===== src/verilog/core_defines.svh =====
`ifndef CORE_DEFINES_SVH
`define CORE_DEFINES_SVH

// Datapath and register file
`define XLEN       32
`define REG_ADDR_W 4
`define NUM_REGS   16
`define IMM_W      16

// Queue and reorder buffer sizes
`define IQ_DEPTH   4
`define ROB_DEPTH  8
`define ROB_TAG_W  3

// Multiplier latency in cycles
`define MUL_STAGES 3

`endif


===== src/verilog/core_pkg.sv =====
`include "core_defines.svh"

package core_pkg;

  // Codes 4'h8 to 4'hf are unassigned and decode as OP_NOP
  typedef enum logic [3:0] {
    OP_NOP  = 4'h0,
    OP_ADD  = 4'h1,
    OP_SUB  = 4'h2,
    OP_AND  = 4'h3,
    OP_OR   = 4'h4,
    OP_XOR  = 4'h5,
    OP_ADDI = 4'h6,
    OP_MUL  = 4'h7
  } opcode_e;

  typedef struct packed {
    opcode_e                op;
    logic [`REG_ADDR_W-1:0] rd;
    logic [`REG_ADDR_W-1:0] rs1;
    logic [`REG_ADDR_W-1:0] rs2;
    logic [`XLEN-1:0]       imm;
    logic                   wr;
    logic                   is_mul;
  } dec_inst_t;

  typedef struct packed {
    opcode_e               op;
    logic [`XLEN-1:0]      src_a;
    logic [`XLEN-1:0]      src_b;
    logic [`ROB_TAG_W-1:0] tag;
  } exec_req_t;

  typedef struct packed {
    logic [`ROB_TAG_W-1:0] tag;
    logic [`XLEN-1:0]      value;
  } complete_t;

  typedef struct packed {
    logic [`REG_ADDR_W-1:0] rd;
    logic [`XLEN-1:0]       value;
    logic                   wr;
  } retire_t;

endpackage


===== src/verilog/inst_queue.sv =====
`timescale 1ns/1ps
`include "core_defines.svh"

module inst_queue import core_pkg::*; (
  input  logic             clk,
  input  logic             rst_n,
  input  logic             inst_valid,
  input  logic [`XLEN-1:0] inst_word,
  input  logic             issue_take,
  output logic             inst_ready,
  output logic             head_valid,
  output dec_inst_t        head
);

  localparam int PTR_W   = $clog2(`IQ_DEPTH);
  localparam int RS2_LSB = `IMM_W;
  localparam int RS1_LSB = RS2_LSB + `REG_ADDR_W;
  localparam int RD_LSB  = RS1_LSB + `REG_ADDR_W;
  localparam int OP_LSB  = RD_LSB + `REG_ADDR_W;

  dec_inst_t        fifo_mem [`IQ_DEPTH];
  logic [PTR_W-1:0] rd_ptr;
  logic [PTR_W-1:0] wr_ptr;
  logic [PTR_W:0]   count;
  logic             push;
  logic             pop;
  dec_inst_t        decoded;

  assign inst_ready = (count != `IQ_DEPTH);
  assign head_valid = (count != '0);
  assign head       = fifo_mem[rd_ptr];
  assign push       = inst_valid & inst_ready;
  assign pop        = issue_take & head_valid;

  // Decode on the way in
  always_comb begin
    decoded.rd  = inst_word[RD_LSB +: `REG_ADDR_W];
    decoded.rs1 = inst_word[RS1_LSB +: `REG_ADDR_W];
    decoded.rs2 = inst_word[RS2_LSB +: `REG_ADDR_W];
    decoded.imm = {{(`XLEN - `IMM_W){inst_word[`IMM_W-1]}}, inst_word[`IMM_W-1:0]};
    case (inst_word[OP_LSB +: 4])
      OP_ADD, OP_SUB, OP_AND, OP_OR, OP_XOR, OP_ADDI, OP_MUL:
        decoded.op = opcode_e'(inst_word[OP_LSB +: 4]);
      default:
        decoded.op = OP_NOP;
    endcase
    decoded.wr     = (decoded.op != OP_NOP);
    decoded.is_mul = (decoded.op == OP_MUL);
  end

  always_ff @(posedge clk) begin
    if (push) begin
      fifo_mem[wr_ptr] <= decoded;
    end
  end

  always_ff @(posedge clk or negedge rst_n) begin
    if (!rst_n) begin
      rd_ptr <= '0;
      wr_ptr <= '0;
      count  <= '0;
    end else begin
      if (push) begin
        wr_ptr <= wr_ptr + 1'b1;
      end
      if (pop) begin
        rd_ptr <= rd_ptr + 1'b1;
      end
      case ({push, pop})
        2'b10:   count <= count + 1'b1;
        2'b01:   count <= count - 1'b1;
        default: count <= count;
      endcase
    end
  end

endmodule


===== src/verilog/issue_stage.sv =====
`timescale 1ns/1ps
`include "core_defines.svh"

module issue_stage import core_pkg::*; (
  input  logic                  clk,
  input  logic                  rst_n,
  input  logic                  head_valid,
  input  dec_inst_t             head,
  input  logic                  rob_free,
  input  logic [`ROB_TAG_W-1:0] alloc_tag,
  input  logic                  commit_valid,
  input  retire_t               commit,
  output logic                  issue_take,
  output logic                  alloc,
  output retire_t               alloc_rd_info,
  output logic                  alu_valid,
  output logic                  mul_valid,
  output exec_req_t             req
);

  logic [`XLEN-1:0]     regs [`NUM_REGS];
  logic [`NUM_REGS-1:0] pending;
  logic                 hazard;
  logic                 can_issue;
  logic [`XLEN-1:0]     src_a;
  logic [`XLEN-1:0]     src_b;

  // Stall until every source and the destination are settled
  assign hazard     = pending[head.rs1] | pending[head.rs2] | pending[head.rd];
  assign can_issue  = head_valid & rob_free & ~hazard;
  assign issue_take = can_issue;
  assign alloc      = can_issue;

  always_comb begin
    alloc_rd_info.rd    = head.rd;
    alloc_rd_info.value = '0;
    alloc_rd_info.wr    = head.wr;
  end

  // r0 is never written and stays zero
  assign src_a = regs[head.rs1];
  assign src_b = (head.op == OP_ADDI) ? head.imm : regs[head.rs2];

  always_ff @(posedge clk or negedge rst_n) begin
    if (!rst_n) begin
      for (int i = 0; i < `NUM_REGS; i++) begin
        regs[i] <= '0;
      end
    end else if (commit_valid && commit.wr && (commit.rd != '0)) begin
      regs[commit.rd] <= commit.value;
    end
  end

  always_ff @(posedge clk or negedge rst_n) begin
    if (!rst_n) begin
      pending <= '0;
    end else begin
      if (commit_valid && commit.wr) begin
        pending[commit.rd] <= 1'b0;
      end
      if (can_issue && head.wr && (head.rd != '0)) begin
        pending[head.rd] <= 1'b1;
      end
    end
  end

  // Dispatch register
  always_ff @(posedge clk or negedge rst_n) begin
    if (!rst_n) begin
      alu_valid <= 1'b0;
      mul_valid <= 1'b0;
    end else begin
      alu_valid <= can_issue & ~head.is_mul;
      mul_valid <= can_issue & head.is_mul;
    end
  end

  always_ff @(posedge clk) begin
    if (can_issue) begin
      req.op    <= head.op;
      req.src_a <= src_a;
      req.src_b <= src_b;
      req.tag   <= alloc_tag;
    end
  end

endmodule


===== src/verilog/alu_unit.sv =====
`timescale 1ns/1ps
`include "core_defines.svh"

module alu_unit import core_pkg::*; (
  input  logic      clk,
  input  logic      rst_n,
  input  logic      alu_valid,
  input  exec_req_t req,
  output logic      done_valid,
  output complete_t done
);

  logic [`XLEN-1:0] result;

  always_comb begin
    case (req.op)
      OP_ADD, OP_ADDI: result = req.src_a + req.src_b;
      OP_SUB:          result = req.src_a - req.src_b;
      OP_AND:          result = req.src_a & req.src_b;
      OP_OR:           result = req.src_a | req.src_b;
      OP_XOR:          result = req.src_a ^ req.src_b;
      default:         result = '0;
    endcase
  end

  always_ff @(posedge clk or negedge rst_n) begin
    if (!rst_n) begin
      done_valid <= 1'b0;
    end else begin
      done_valid <= alu_valid;
    end
  end

  always_ff @(posedge clk) begin
    if (alu_valid) begin
      done.tag   <= req.tag;
      done.value <= result;
    end
  end

endmodule


===== src/verilog/mul_pipe.sv =====
`timescale 1ns/1ps
`include "core_defines.svh"

module mul_pipe import core_pkg::*; (
  input  logic      clk,
  input  logic      rst_n,
  input  logic      mul_valid,
  input  exec_req_t req,
  output logic      done_valid,
  output complete_t done
);

  localparam int HALF = `XLEN / 2;

  logic [`MUL_STAGES-1:0] vld_q;
  logic [`ROB_TAG_W-1:0]  tag_q [`MUL_STAGES];
  logic [`XLEN-1:0]       ll_full;
  logic [`XLEN-1:0]       lh_full;
  logic [`XLEN-1:0]       hl_full;
  logic [`XLEN-1:0]       ll_q;
  logic [HALF-1:0]        lh_q;
  logic [HALF-1:0]        hl_q;
  logic [`XLEN-1:0]       ll2_q;
  logic [HALF-1:0]        cross_q;
  logic [`XLEN-1:0]       prod_q;

  // High x high only affects bits above XLEN
  assign ll_full = req.src_a[HALF-1:0] * req.src_b[HALF-1:0];
  assign lh_full = req.src_a[HALF-1:0] * req.src_b[`XLEN-1:HALF];
  assign hl_full = req.src_a[`XLEN-1:HALF] * req.src_b[HALF-1:0];

  always_ff @(posedge clk) begin
    // Stage 1 partial products
    ll_q    <= ll_full;
    lh_q    <= lh_full[HALF-1:0];
    hl_q    <= hl_full[HALF-1:0];
    // Stage 2 cross terms
    ll2_q   <= ll_q;
    cross_q <= lh_q + hl_q;
    // Stage 3 final sum
    prod_q  <= ll2_q + {cross_q, {HALF{1'b0}}};
  end

  always_ff @(posedge clk) begin
    tag_q[0] <= req.tag;
    for (int i = 1; i < `MUL_STAGES; i++) begin
      tag_q[i] <= tag_q[i-1];
    end
  end

  always_ff @(posedge clk or negedge rst_n) begin
    if (!rst_n) begin
      vld_q <= '0;
    end else begin
      vld_q <= {vld_q[`MUL_STAGES-2:0], mul_valid};
    end
  end

  assign done_valid = vld_q[`MUL_STAGES-1];
  assign done.tag   = tag_q[`MUL_STAGES-1];
  assign done.value = prod_q;

endmodule


===== src/verilog/reorder_buffer.sv =====
`timescale 1ns/1ps
`include "core_defines.svh"

module reorder_buffer import core_pkg::*; (
  input  logic                  clk,
  input  logic                  rst_n,
  input  logic                  alloc,
  input  retire_t               alloc_rd_info,
  input  logic                  alu_done_valid,
  input  complete_t             alu_done,
  input  logic                  mul_done_valid,
  input  complete_t             mul_done,
  input  logic                  retire_ready,
  output logic                  rob_free,
  output logic [`ROB_TAG_W-1:0] alloc_tag,
  output logic                  retire_valid,
  output retire_t               retire_data,
  output logic                  commit_valid
);

  logic [`ROB_DEPTH-1:0]  busy;
  logic [`ROB_DEPTH-1:0]  done_bit;
  logic [`ROB_DEPTH-1:0]  wr_flag;
  logic [`REG_ADDR_W-1:0] rd_mem  [`ROB_DEPTH];
  logic [`XLEN-1:0]       val_mem [`ROB_DEPTH];
  logic [`ROB_TAG_W-1:0]  head_ptr;
  logic [`ROB_TAG_W-1:0]  tail_ptr;
  logic [`ROB_TAG_W:0]    count;

  assign rob_free     = (count != `ROB_DEPTH);
  assign alloc_tag    = tail_ptr;
  assign retire_valid = busy[head_ptr] & done_bit[head_ptr];
  assign commit_valid = retire_valid & retire_ready;

  always_comb begin
    retire_data.rd    = rd_mem[head_ptr];
    retire_data.value = val_mem[head_ptr];
    retire_data.wr    = wr_flag[head_ptr];
  end

  always_ff @(posedge clk or negedge rst_n) begin
    if (!rst_n) begin
      busy     <= '0;
      done_bit <= '0;
      head_ptr <= '0;
      tail_ptr <= '0;
      count    <= '0;
    end else begin
      if (alloc) begin
        busy[tail_ptr]     <= 1'b1;
        done_bit[tail_ptr] <= 1'b0;
        tail_ptr           <= tail_ptr + 1'b1;
      end
      // Both completion ports carry distinct tags
      if (alu_done_valid) begin
        done_bit[alu_done.tag] <= 1'b1;
      end
      if (mul_done_valid) begin
        done_bit[mul_done.tag] <= 1'b1;
      end
      if (commit_valid) begin
        busy[head_ptr] <= 1'b0;
        head_ptr       <= head_ptr + 1'b1;
      end
      case ({alloc, commit_valid})
        2'b10:   count <= count + 1'b1;
        2'b01:   count <= count - 1'b1;
        default: count <= count;
      endcase
    end
  end

  always_ff @(posedge clk) begin
    if (alloc) begin
      rd_mem[tail_ptr]  <= alloc_rd_info.rd;
      wr_flag[tail_ptr] <= alloc_rd_info.wr;
    end
    if (alu_done_valid) begin
      val_mem[alu_done.tag] <= alu_done.value;
    end
    if (mul_done_valid) begin
      val_mem[mul_done.tag] <= mul_done.value;
    end
  end

endmodule


===== src/verilog/cpu_core.sv =====
`timescale 1ns/1ps
`include "core_defines.svh"

module cpu_core import core_pkg::*; (
  input  logic             clk,
  input  logic             rst_n,
  input  logic             inst_valid,
  input  logic [`XLEN-1:0] inst_word,
  input  logic             retire_ready,
  output logic             inst_ready,
  output logic             retire_valid,
  output retire_t          retire_data
);

  logic                  head_valid;
  dec_inst_t             iq_head;
  logic                  issue_take;
  logic                  rob_free;
  logic [`ROB_TAG_W-1:0] alloc_tag;
  logic                  alloc;
  retire_t               alloc_rd_info;
  logic                  commit_valid;
  logic                  alu_valid;
  logic                  mul_valid;
  exec_req_t             exec_req;
  logic                  alu_done_valid;
  complete_t             alu_done;
  logic                  mul_done_valid;
  complete_t             mul_done;

  inst_queue iq (
    .clk        (clk),
    .rst_n      (rst_n),
    .inst_valid (inst_valid),
    .inst_word  (inst_word),
    .issue_take (issue_take),
    .inst_ready (inst_ready),
    .head_valid (head_valid),
    .head       (iq_head)
  );

  // Commit writes back through the same retire data seen outside
  issue_stage iss (
    .clk           (clk),
    .rst_n         (rst_n),
    .head_valid    (head_valid),
    .head          (iq_head),
    .rob_free      (rob_free),
    .alloc_tag     (alloc_tag),
    .commit_valid  (commit_valid),
    .commit        (retire_data),
    .issue_take    (issue_take),
    .alloc         (alloc),
    .alloc_rd_info (alloc_rd_info),
    .alu_valid     (alu_valid),
    .mul_valid     (mul_valid),
    .req           (exec_req)
  );

  alu_unit alu (
    .clk        (clk),
    .rst_n      (rst_n),
    .alu_valid  (alu_valid),
    .req        (exec_req),
    .done_valid (alu_done_valid),
    .done       (alu_done)
  );

  mul_pipe mul (
    .clk        (clk),
    .rst_n      (rst_n),
    .mul_valid  (mul_valid),
    .req        (exec_req),
    .done_valid (mul_done_valid),
    .done       (mul_done)
  );

  reorder_buffer rob (
    .clk            (clk),
    .rst_n          (rst_n),
    .alloc          (alloc),
    .alloc_rd_info  (alloc_rd_info),
    .alu_done_valid (alu_done_valid),
    .alu_done       (alu_done),
    .mul_done_valid (mul_done_valid),
    .mul_done       (mul_done),
    .retire_ready   (retire_ready),
    .rob_free       (rob_free),
    .alloc_tag      (alloc_tag),
    .retire_valid   (retire_valid),
    .retire_data    (retire_data),
    .commit_valid   (commit_valid)
  );

endmodule


===== config.mk =====
export PLATFORM = sky130hd
export DESIGN_NAME = cpu_core
export DESIGN_NICKNAME = d
export VERILOG_FILES = /design/src/verilog/core_pkg.sv /design/src/verilog/inst_queue.sv /design/src/verilog/issue_stage.sv /design/src/verilog/alu_unit.sv /design/src/verilog/mul_pipe.sv /design/src/verilog/reorder_buffer.sv /design/src/verilog/cpu_core.sv
export VERILOG_INCLUDE_DIRS = /design/src /design/src/verilog
export SDC_FILE = /design/constraint.sdc
export NUM_CORES = 2
export LEC_CHECK = 0
export BUFFER_PORTS_ARGS = -buffer_cell sky130_fd_sc_hd__buf_4
export CORE_MARGIN = 1
export CORE_UTILIZATION = 45
export CTS_BUF_LIST = sky130_fd_sc_hd__clkbuf_2
export CTS_CLUSTER_DIAMETER = 150
export DETAILED_ROUTE_END_ITERATION = 10
export GPL_TIMING_DRIVEN = 0
export HOLD_SLACK_MARGIN = 0.02
export SETUP_SLACK_MARGIN = 0.4
export SYNTH_ARGS = -nofsm -noshare
export SYNTH_HDL_FRONTEND = slang
export SYNTH_SLANG_ARGS = --single-unit

===== constraint.sdc =====
create_clock -name clk -period 11.9 [get_ports clk]
set_input_delay 0.595 -clock clk [delete_from_list [all_inputs] [get_ports clk]]
set_output_delay 0.595 -clock clk [all_outputs]
set_load 0.005 [all_outputs]

### Yosys cells after proc, flatten, opt, wreduce, memory -nomap -nowiden

Memories as Yosys holds them, arrays and structs flattened.
Cells that the tools add are included.
W data, S select, Z words.

| storage, ports and cells | value |
|---|---|
| output and inout bits | 39 |
| memories | 4 |
| input bits | 36 |
| bits in writable memories | 497 |
| bits in registers | 825 |
| word-level logic and storage cells | 201 |

Memory list:

| name | words | bits a word | read ports | clocked after Yosys merged registers in | wr ports | RTL line | source |
|---|---|---|---|---|---|---|---|
| rob.val_mem | 8 | 32 | 1 | 0 | 2 | reorder_buffer.sv:25 | `` logic [`XLEN-1:0] val_mem [`ROB_DEPTH]; `` |
| iq.fifo_mem | 4 | 50 | 1 | 0 | 1 | inst_queue.sv:21 | `` dec_inst_t fifo_mem [`IQ_DEPTH]; `` |
| rob.rd_mem | 8 | 4 | 1 | 0 | 1 | reorder_buffer.sv:24 | `` logic [`REG_ADDR_W-1:0] rd_mem [`ROB_DEPTH]; `` |
| mul.tag_q | 3 | 3 | 3 | 0 | 3 | mul_pipe.sv:16 | `` logic [`ROB_TAG_W-1:0] tag_q [`MUL_STAGES]; `` |

| operators by class | value |
|---|---|
| add/subtract/negate cells | 12 |
| equal/unequal tests | 21 |
| mux-type cells | 54 |
| reductions and logical operators | 19 |
| bitwise gates (word level) | 28 |
| multiply operators | 3 |
| magnitude comparators | 18 |

Operators by type and width:

| kind | count |
|---|---|
| $bwmux W512 | 1 |
| $bmux W32 S4 | 2 |
| $mux W32 | 6 |
| $pmux W32 S5 | 1 |
| $demux W32 S4 | 1 |
| $add A32 B32 Y32 | 2 |
| $mux W8 | 5 |
| $eq A4 B3 Y1 const B | 9 |
| $and A32 B32 Y32 | 1 |
| $mul A16 B16 Y16 | 2 |
| $mul A16 B16 Y32 | 1 |
| $mux W16 | 2 |
| $or A32 B32 Y32 | 1 |
| $sub A32 B32 Y32 | 1 |
| $xor A32 B32 Y32 | 1 |
| $or A8 B8 Y8 | 3 |
| $lt A4 B5 Y1 const B | 4 |
| $mux W1 | 20 |
| $add A16 B16 Y16 | 1 |
| $and A16 B16 Y16 | 1 |
| $and A8 B8 Y8 | 2 |
| $eq A4 B2 Y1 const B | 4 |
| $lt A3 B4 Y1 const B | 4 |
| $not A16 Y16 | 1 |
| other kinds (34) | 79 |

### Logic depth before layout (Yosys ltp)

An unclocked memory read counts as a cell.

| depth | value |
|---|---|
| depth after elaboration | 12 |
| gate-level depth with buffers | 26 |
| depth with buffers taken out | 24 |

### Modules after synthesis

A second synthesis with hierarchy kept.

| unflattened totals | value |
|---|---|
| cell total of the unflattened synthesis | 5783 |
| area, all modules | 77431.8 um2 |

Modules (own cells, without submodules):

| module | area each (um2) | instances | cells an instance |
|---|---|---|---|
| issue_stage | 30334.1 | 1 | 1784 |
| mul_pipe | 20911.3 | 1 | 2291 |
| reorder_buffer | 15625.0 | 1 | 867 |
| inst_queue | 5485.3 | 1 | 238 |
| alu_unit | 5076.1 | 1 | 603 |

### Worst setup path after synthesis

Ideal clock, no wire load.

| timing | value |
|---|---|
| kind | register -> register |
| start point | register, netlist name iss.req[7] |
| end point | register mul.ll_q[30] |
| library setup time | 72 ps |
| buffers on the path | 2 |
| required time | 11828 ps |
| setup slack | 5371 ps |
| period minus slack after synthesis | 6529 ps |
| cell stages (with the launch flop) | 26 |
| arrival time | 6457 ps |
| path through | edfxtp_1 clkbuf_1 inv_1 buf_1 nor2_1 fa_1 inv_1 fa_1 fa_1 fa_1 inv_1 fa_1 inv_1 fa_1 inv_1 ha_1 a21oi_1 o21ai_0 a211oi_1 a21oi_1 a31oi_1 o21ai_0 or4_1 a41o_1 a21oi_1 xnor2_1 |

| between the ends | value |
|---|---|
| word-level cells in the longest chain between the ends | 1 |

Ends and longest elaborated chain:

| item | RTL line | source |
|---|---|---|
| $mul A16 B16 Y32 | mul_pipe.sv:28 | `assign ll_full = req.src_a[HALF-1:0] * req.src_b[HALF-1:0];` |
| via mul.ll_full[30] | mul_pipe.sv:17 | `` logic [`XLEN-1:0] ll_full; `` |
| to (signal assigned) | mul_pipe.sv:34 | `ll_q <= ll_full;` |
| to (decl) | mul_pipe.sv:20 | `` logic [`XLEN-1:0] ll_q; `` |

The timed path passes the listed nets, and every way through them passes these cells.
A chain may end at the register's enable or synchronous reset.

### Final worst setup path

| timing | value |
|---|---|
| start point | register, netlist name iss.req[9] |
| end point | register mul.ll_q[30] |

| between the ends | value |
|---|---|
| word-level cells in the longest chain between the ends | 1 |

Ends and longest elaborated chain:

| item | RTL line |
|---|---|
| $mul A16 B16 Y32 | mul_pipe.sv:28 |
| via mul.ll_full[30] | mul_pipe.sv:17 |

The timed path passes the listed nets, and every way through them passes these cells.

==> key figures <==
CTS
  • Clock slew at reported path FFs: 110 ps
  • Clock Path Buffers: 4
  • Inserted Clock Buffers: 339
  • Root Buffer: clkbuf_2
  • CTS tree: built
  • CTS sink cnt: 1258
  • Post-CTS Resized: 0
  • Clock H-tree levels: 5
  • Clock Latency Late Sink: 1760 ps

STA
  • Final Hold Violating Endpoints: 0
  • RSZ-0062 raised after global routing: false
  • Fmax: 0.1161 GHz
  • Setup TNS: 0 ps
  • Fin. max-slew vios: 0
  • # setup viols final: 0
  • Clock Skews: 285.5 ps
  • Period minus WS final: 8613 ps
  • Crit share post-route: 72.38%
  • Least-Margin Pin Slew: 1430 ps
  • Slew margin rel.: 1.957%
  • Worst hold slack: 198.8 ps

Drt
  • Post-DRT Antenna Nets: 0
  • Detailed-route via count: 54480
  • Via/cell ratio: 5.771
  • Residual DRC: 0
  • First drt pass iteration count: 6
  • Final wirelength: 248.6 mm
  • Iter 0 DRT Violations: 5761
  • Drt wl/cell: 26.34 µm

Worst setup path
  • CP arrival: 10050 ps
  • Critical path type: reg2reg
  • CP Capture Type: register
  • R2r startpoint: iss.req[9]$_DFFE_PP_
  • Reg2reg setup slack: 3290 ps
  • CP Max Fanout: 10
  • WP data required: 13340 ps
  • R2r worst-path depth: 25
  • Crit path to: mul.ll_q[30]$_DFF_P_
  • Worst Setup SP: iss.req[9]$_DFFE_PP_
  • Worst Setup Start Kind: register
  • Crit Reg-Reg Endpoint: mul.ll_q[30]$_DFF_P_

Yosys
  • Distinct cell type count after synthesis: 70
  • Number of synthesized register bits: 1258
  • Ys async rst share: 45.07%
  • Mapped cell area: 0.07517 mm²
  • Primary FF master, synth: dfrtp_1
  • Avg Inst Size Synth: 11.65 µm²
  • Synthesis Warnings: 0
  • Cells after Synth: 6453
  • Yosys top cell area share: 21.49%
  • Yosys top cell by area: edfxtp_1
  • Part of the Yosys area used for sequential elements: 44.44%
  • Synth top area cells: edfxtp_1 (21%), dfrtp_1 (19%), mux4_2 (11%)
  • EDFF count, synth: 538

Finish
  • Filler Cells Inserted: 14910
  • Final std cells w/o fill: 9439
  • Multi-input logic area: 0.03776 mm²
  • Share of cells above drive strength 1: 20.16%
  • Fin nets: 7736
  • Post-synthesis to final-layout area growth: 10.56%
  • FF+latch area: 0.03341 mm²

Floorplanning
  • Rows: 149
  • Core area: 0.1654 mm²
  • Die W: 410.7 µm
  • Initial Utilization: 45.46%
  • Height of the die: 410.7 µm
  • DIE AREA: 0.1687 mm²
  • # IOs: 75

Status
  • Status: finished clean

Flow run
  • Max Cap Viol: 0

GRT
  • First-pass GRT wire length: 365.3 mm
  • Vias in the first global route: 55180
  • Total GRT Usage: 29.73%
  • Largest net degree at the start of global routing: 118
  • Initial antenna violation count: 26
  • GR Overflow Total: 0

Place
  • Placed Instances: 8749
  • GPL Wtd Cong: 1.025
  • Detailed placement HPWL: 184.8 mm
  • IO buf count: 74

Hold path
  • WHS Path Cells: 0
  • Hold Crit Start: mul.ll_q[16]$_DFF_P_
  • Hold Path Class: reg2reg
-- cell usage in the layout, fill, tap and decap left out, types with 41 or more instances in the layout --
cell type      synthesis  layout
xnor2_1              155     155
clkbuf_1             282     282
nand2_1              470     470
clkbuf_2               0     496
nor2b_1               50      50
buf_2                107     107
clkinv_1              14      72
mux2i_1              104      90
dfxtp_1              153     153
o21ai_0              222     216
a211oi_1              41      41
edfxtp_1             538     538
buf_4                  1      76
mux4_2               380     380
xor2_1                48      48
nor2_1               792     792
a21oi_1              547     547
dfrtp_1              567     566
ha_1                 338     338
buf_1                 42      42
fa_1                 359     359
mux2_2               290     290
dlygate4sd3_1          0     100
inv_1                614     614
-- synth_stat cells (all sizes together) (30+ instances only) --
| cell type | count |
|---|---|
| nor2 | 794 |
| inv | 619 |
| dfrtp | 567 |
| a21oi | 547 |
| edfxtp | 538 |
| nand2 | 471 |
| mux4 | 380 |
| fa | 359 |
| ha | 338 |
| mux2 | 290 |
| clkbuf | 282 |
| o21ai | 222 |
| xnor2 | 155 |
| dfxtp | 153 |
| buf | 151 |
| mux2i | 104 |
| nor2b | 50 |
| xor2 | 48 |
| a211oi | 42 |
| nor3 | 33 |
| a221oi | 30 |
-- cell families after synthesis --
kind of cell / count (synthesis) / synth area share, %
DFF: 1258 / 44.44
AOI/OAI and AO/OA: 982 / 7.331
adders and majority gates: 697 / 15.19
buffers and inverters: 1066 / 5.516
xor gates and xnor gates: 203 / 2.365
other: 1 / 0.004989
muxes: 774 / 17.11
and+or+nand+nor: 1472 / 8.038
-- stage by stage --
| step | utilization [%] | setup WS (ps) | instance area (µm²) |
|---|---|---|---|
| finish | 50.26 | 3287 | 83100 |
| global placement | 47.46 | 3686 | 78470 |
| detailed placement | 47.85 | 3693 | 79130 |
| floorplan | - | 5371 | 75180 |
| CTS | 50.23 | 3446 | 83070 |
| global route | 50.25 | 2969 | 83090 |
-- timing repair --
action                    in CTS  in global routing
hold endpoints to repair     775                  0
hold buffers                 101                  0
buffers inserted               0                  0
-- area by class of cell --
cell class / count / share of cell area, %
multi-input cells: 4132 / 45.43
flip-flops and latches: 1258 / 40.20
well taps: 2189 / 3.296
clock buffers: 496 / 2.987
inverters: 633 / 2.859
repair buffers: 206 / 2.561
plain buffers: 433 / 2.130
clock inverters: 84 / 0.5089
diodes: 8 / 0.02409
-- worst min-delay path by stage --
stage	endpoint	slack [ps]
floorplan	alu.done_valid$_DFF_PN0_	300
global placement	mul.tag_q[0][3]$_DFF_P_	310
detailed placement	mul.ll2_q[25]$_DFF_P_	310
CTS	iq.wr_ptr[0]$_DFFE_PN0P_	80
global route	mul.ll2_q[20]$_DFF_P_	180
finish	mul.ll2_q[16]$_DFF_P_	200
-- flip-flops by register name (all words and copies together) (netlist names), 3 cells and up --
register	cells
alu.done	35
iq.count	3
iq.fifo_mem	136
iss.pending	16
iss.regs	512
iss.req	71
mul.cross_q	16
mul.hl_q	16
mul.lh_q	16
mul.ll2_q	32
mul.ll_q	32
mul.prod_q	32
mul.tag_q	9
mul.vld_q	3
rob.alloc_tag	3
rob.busy	8
rob.count	4
rob.done_bit	8
rob.head_ptr	3
rob.rd_mem	32
rob.val_mem	256
rob.wr_flag	8
-- critical path, stage by stage (launching register included) --
cell,delay [ps]
edfxtp_1,550
clkbuf_1,430
inv_1,170
clkbuf_1,840
nor2_1,150
fa_1,530
inv_1,50
fa_1,470
fa_1,510
fa_1,570
inv_1,60
fa_1,470
inv_1,50
fa_1,480
inv_1,50
ha_1,360
a21oi_1,160
o21ai_0,100
a211oi_1,450
a21oi_1,360
a31oi_1,300
o21ai_0,160
or4_1,450
a41o_1,230
a21oi_1,180
xnor2_1,130
-- metal layers --
metal	global-route usage, %	routed length (µm)
met4	16.98	15400
met1	40.33	101700
met3	5.799	20610
met5	0	170
met2	44.73	110700
Power is left out: the tool's default activity adds up to more than one toggle a clock period on the data nets, which glitch-free logic cannot reach.
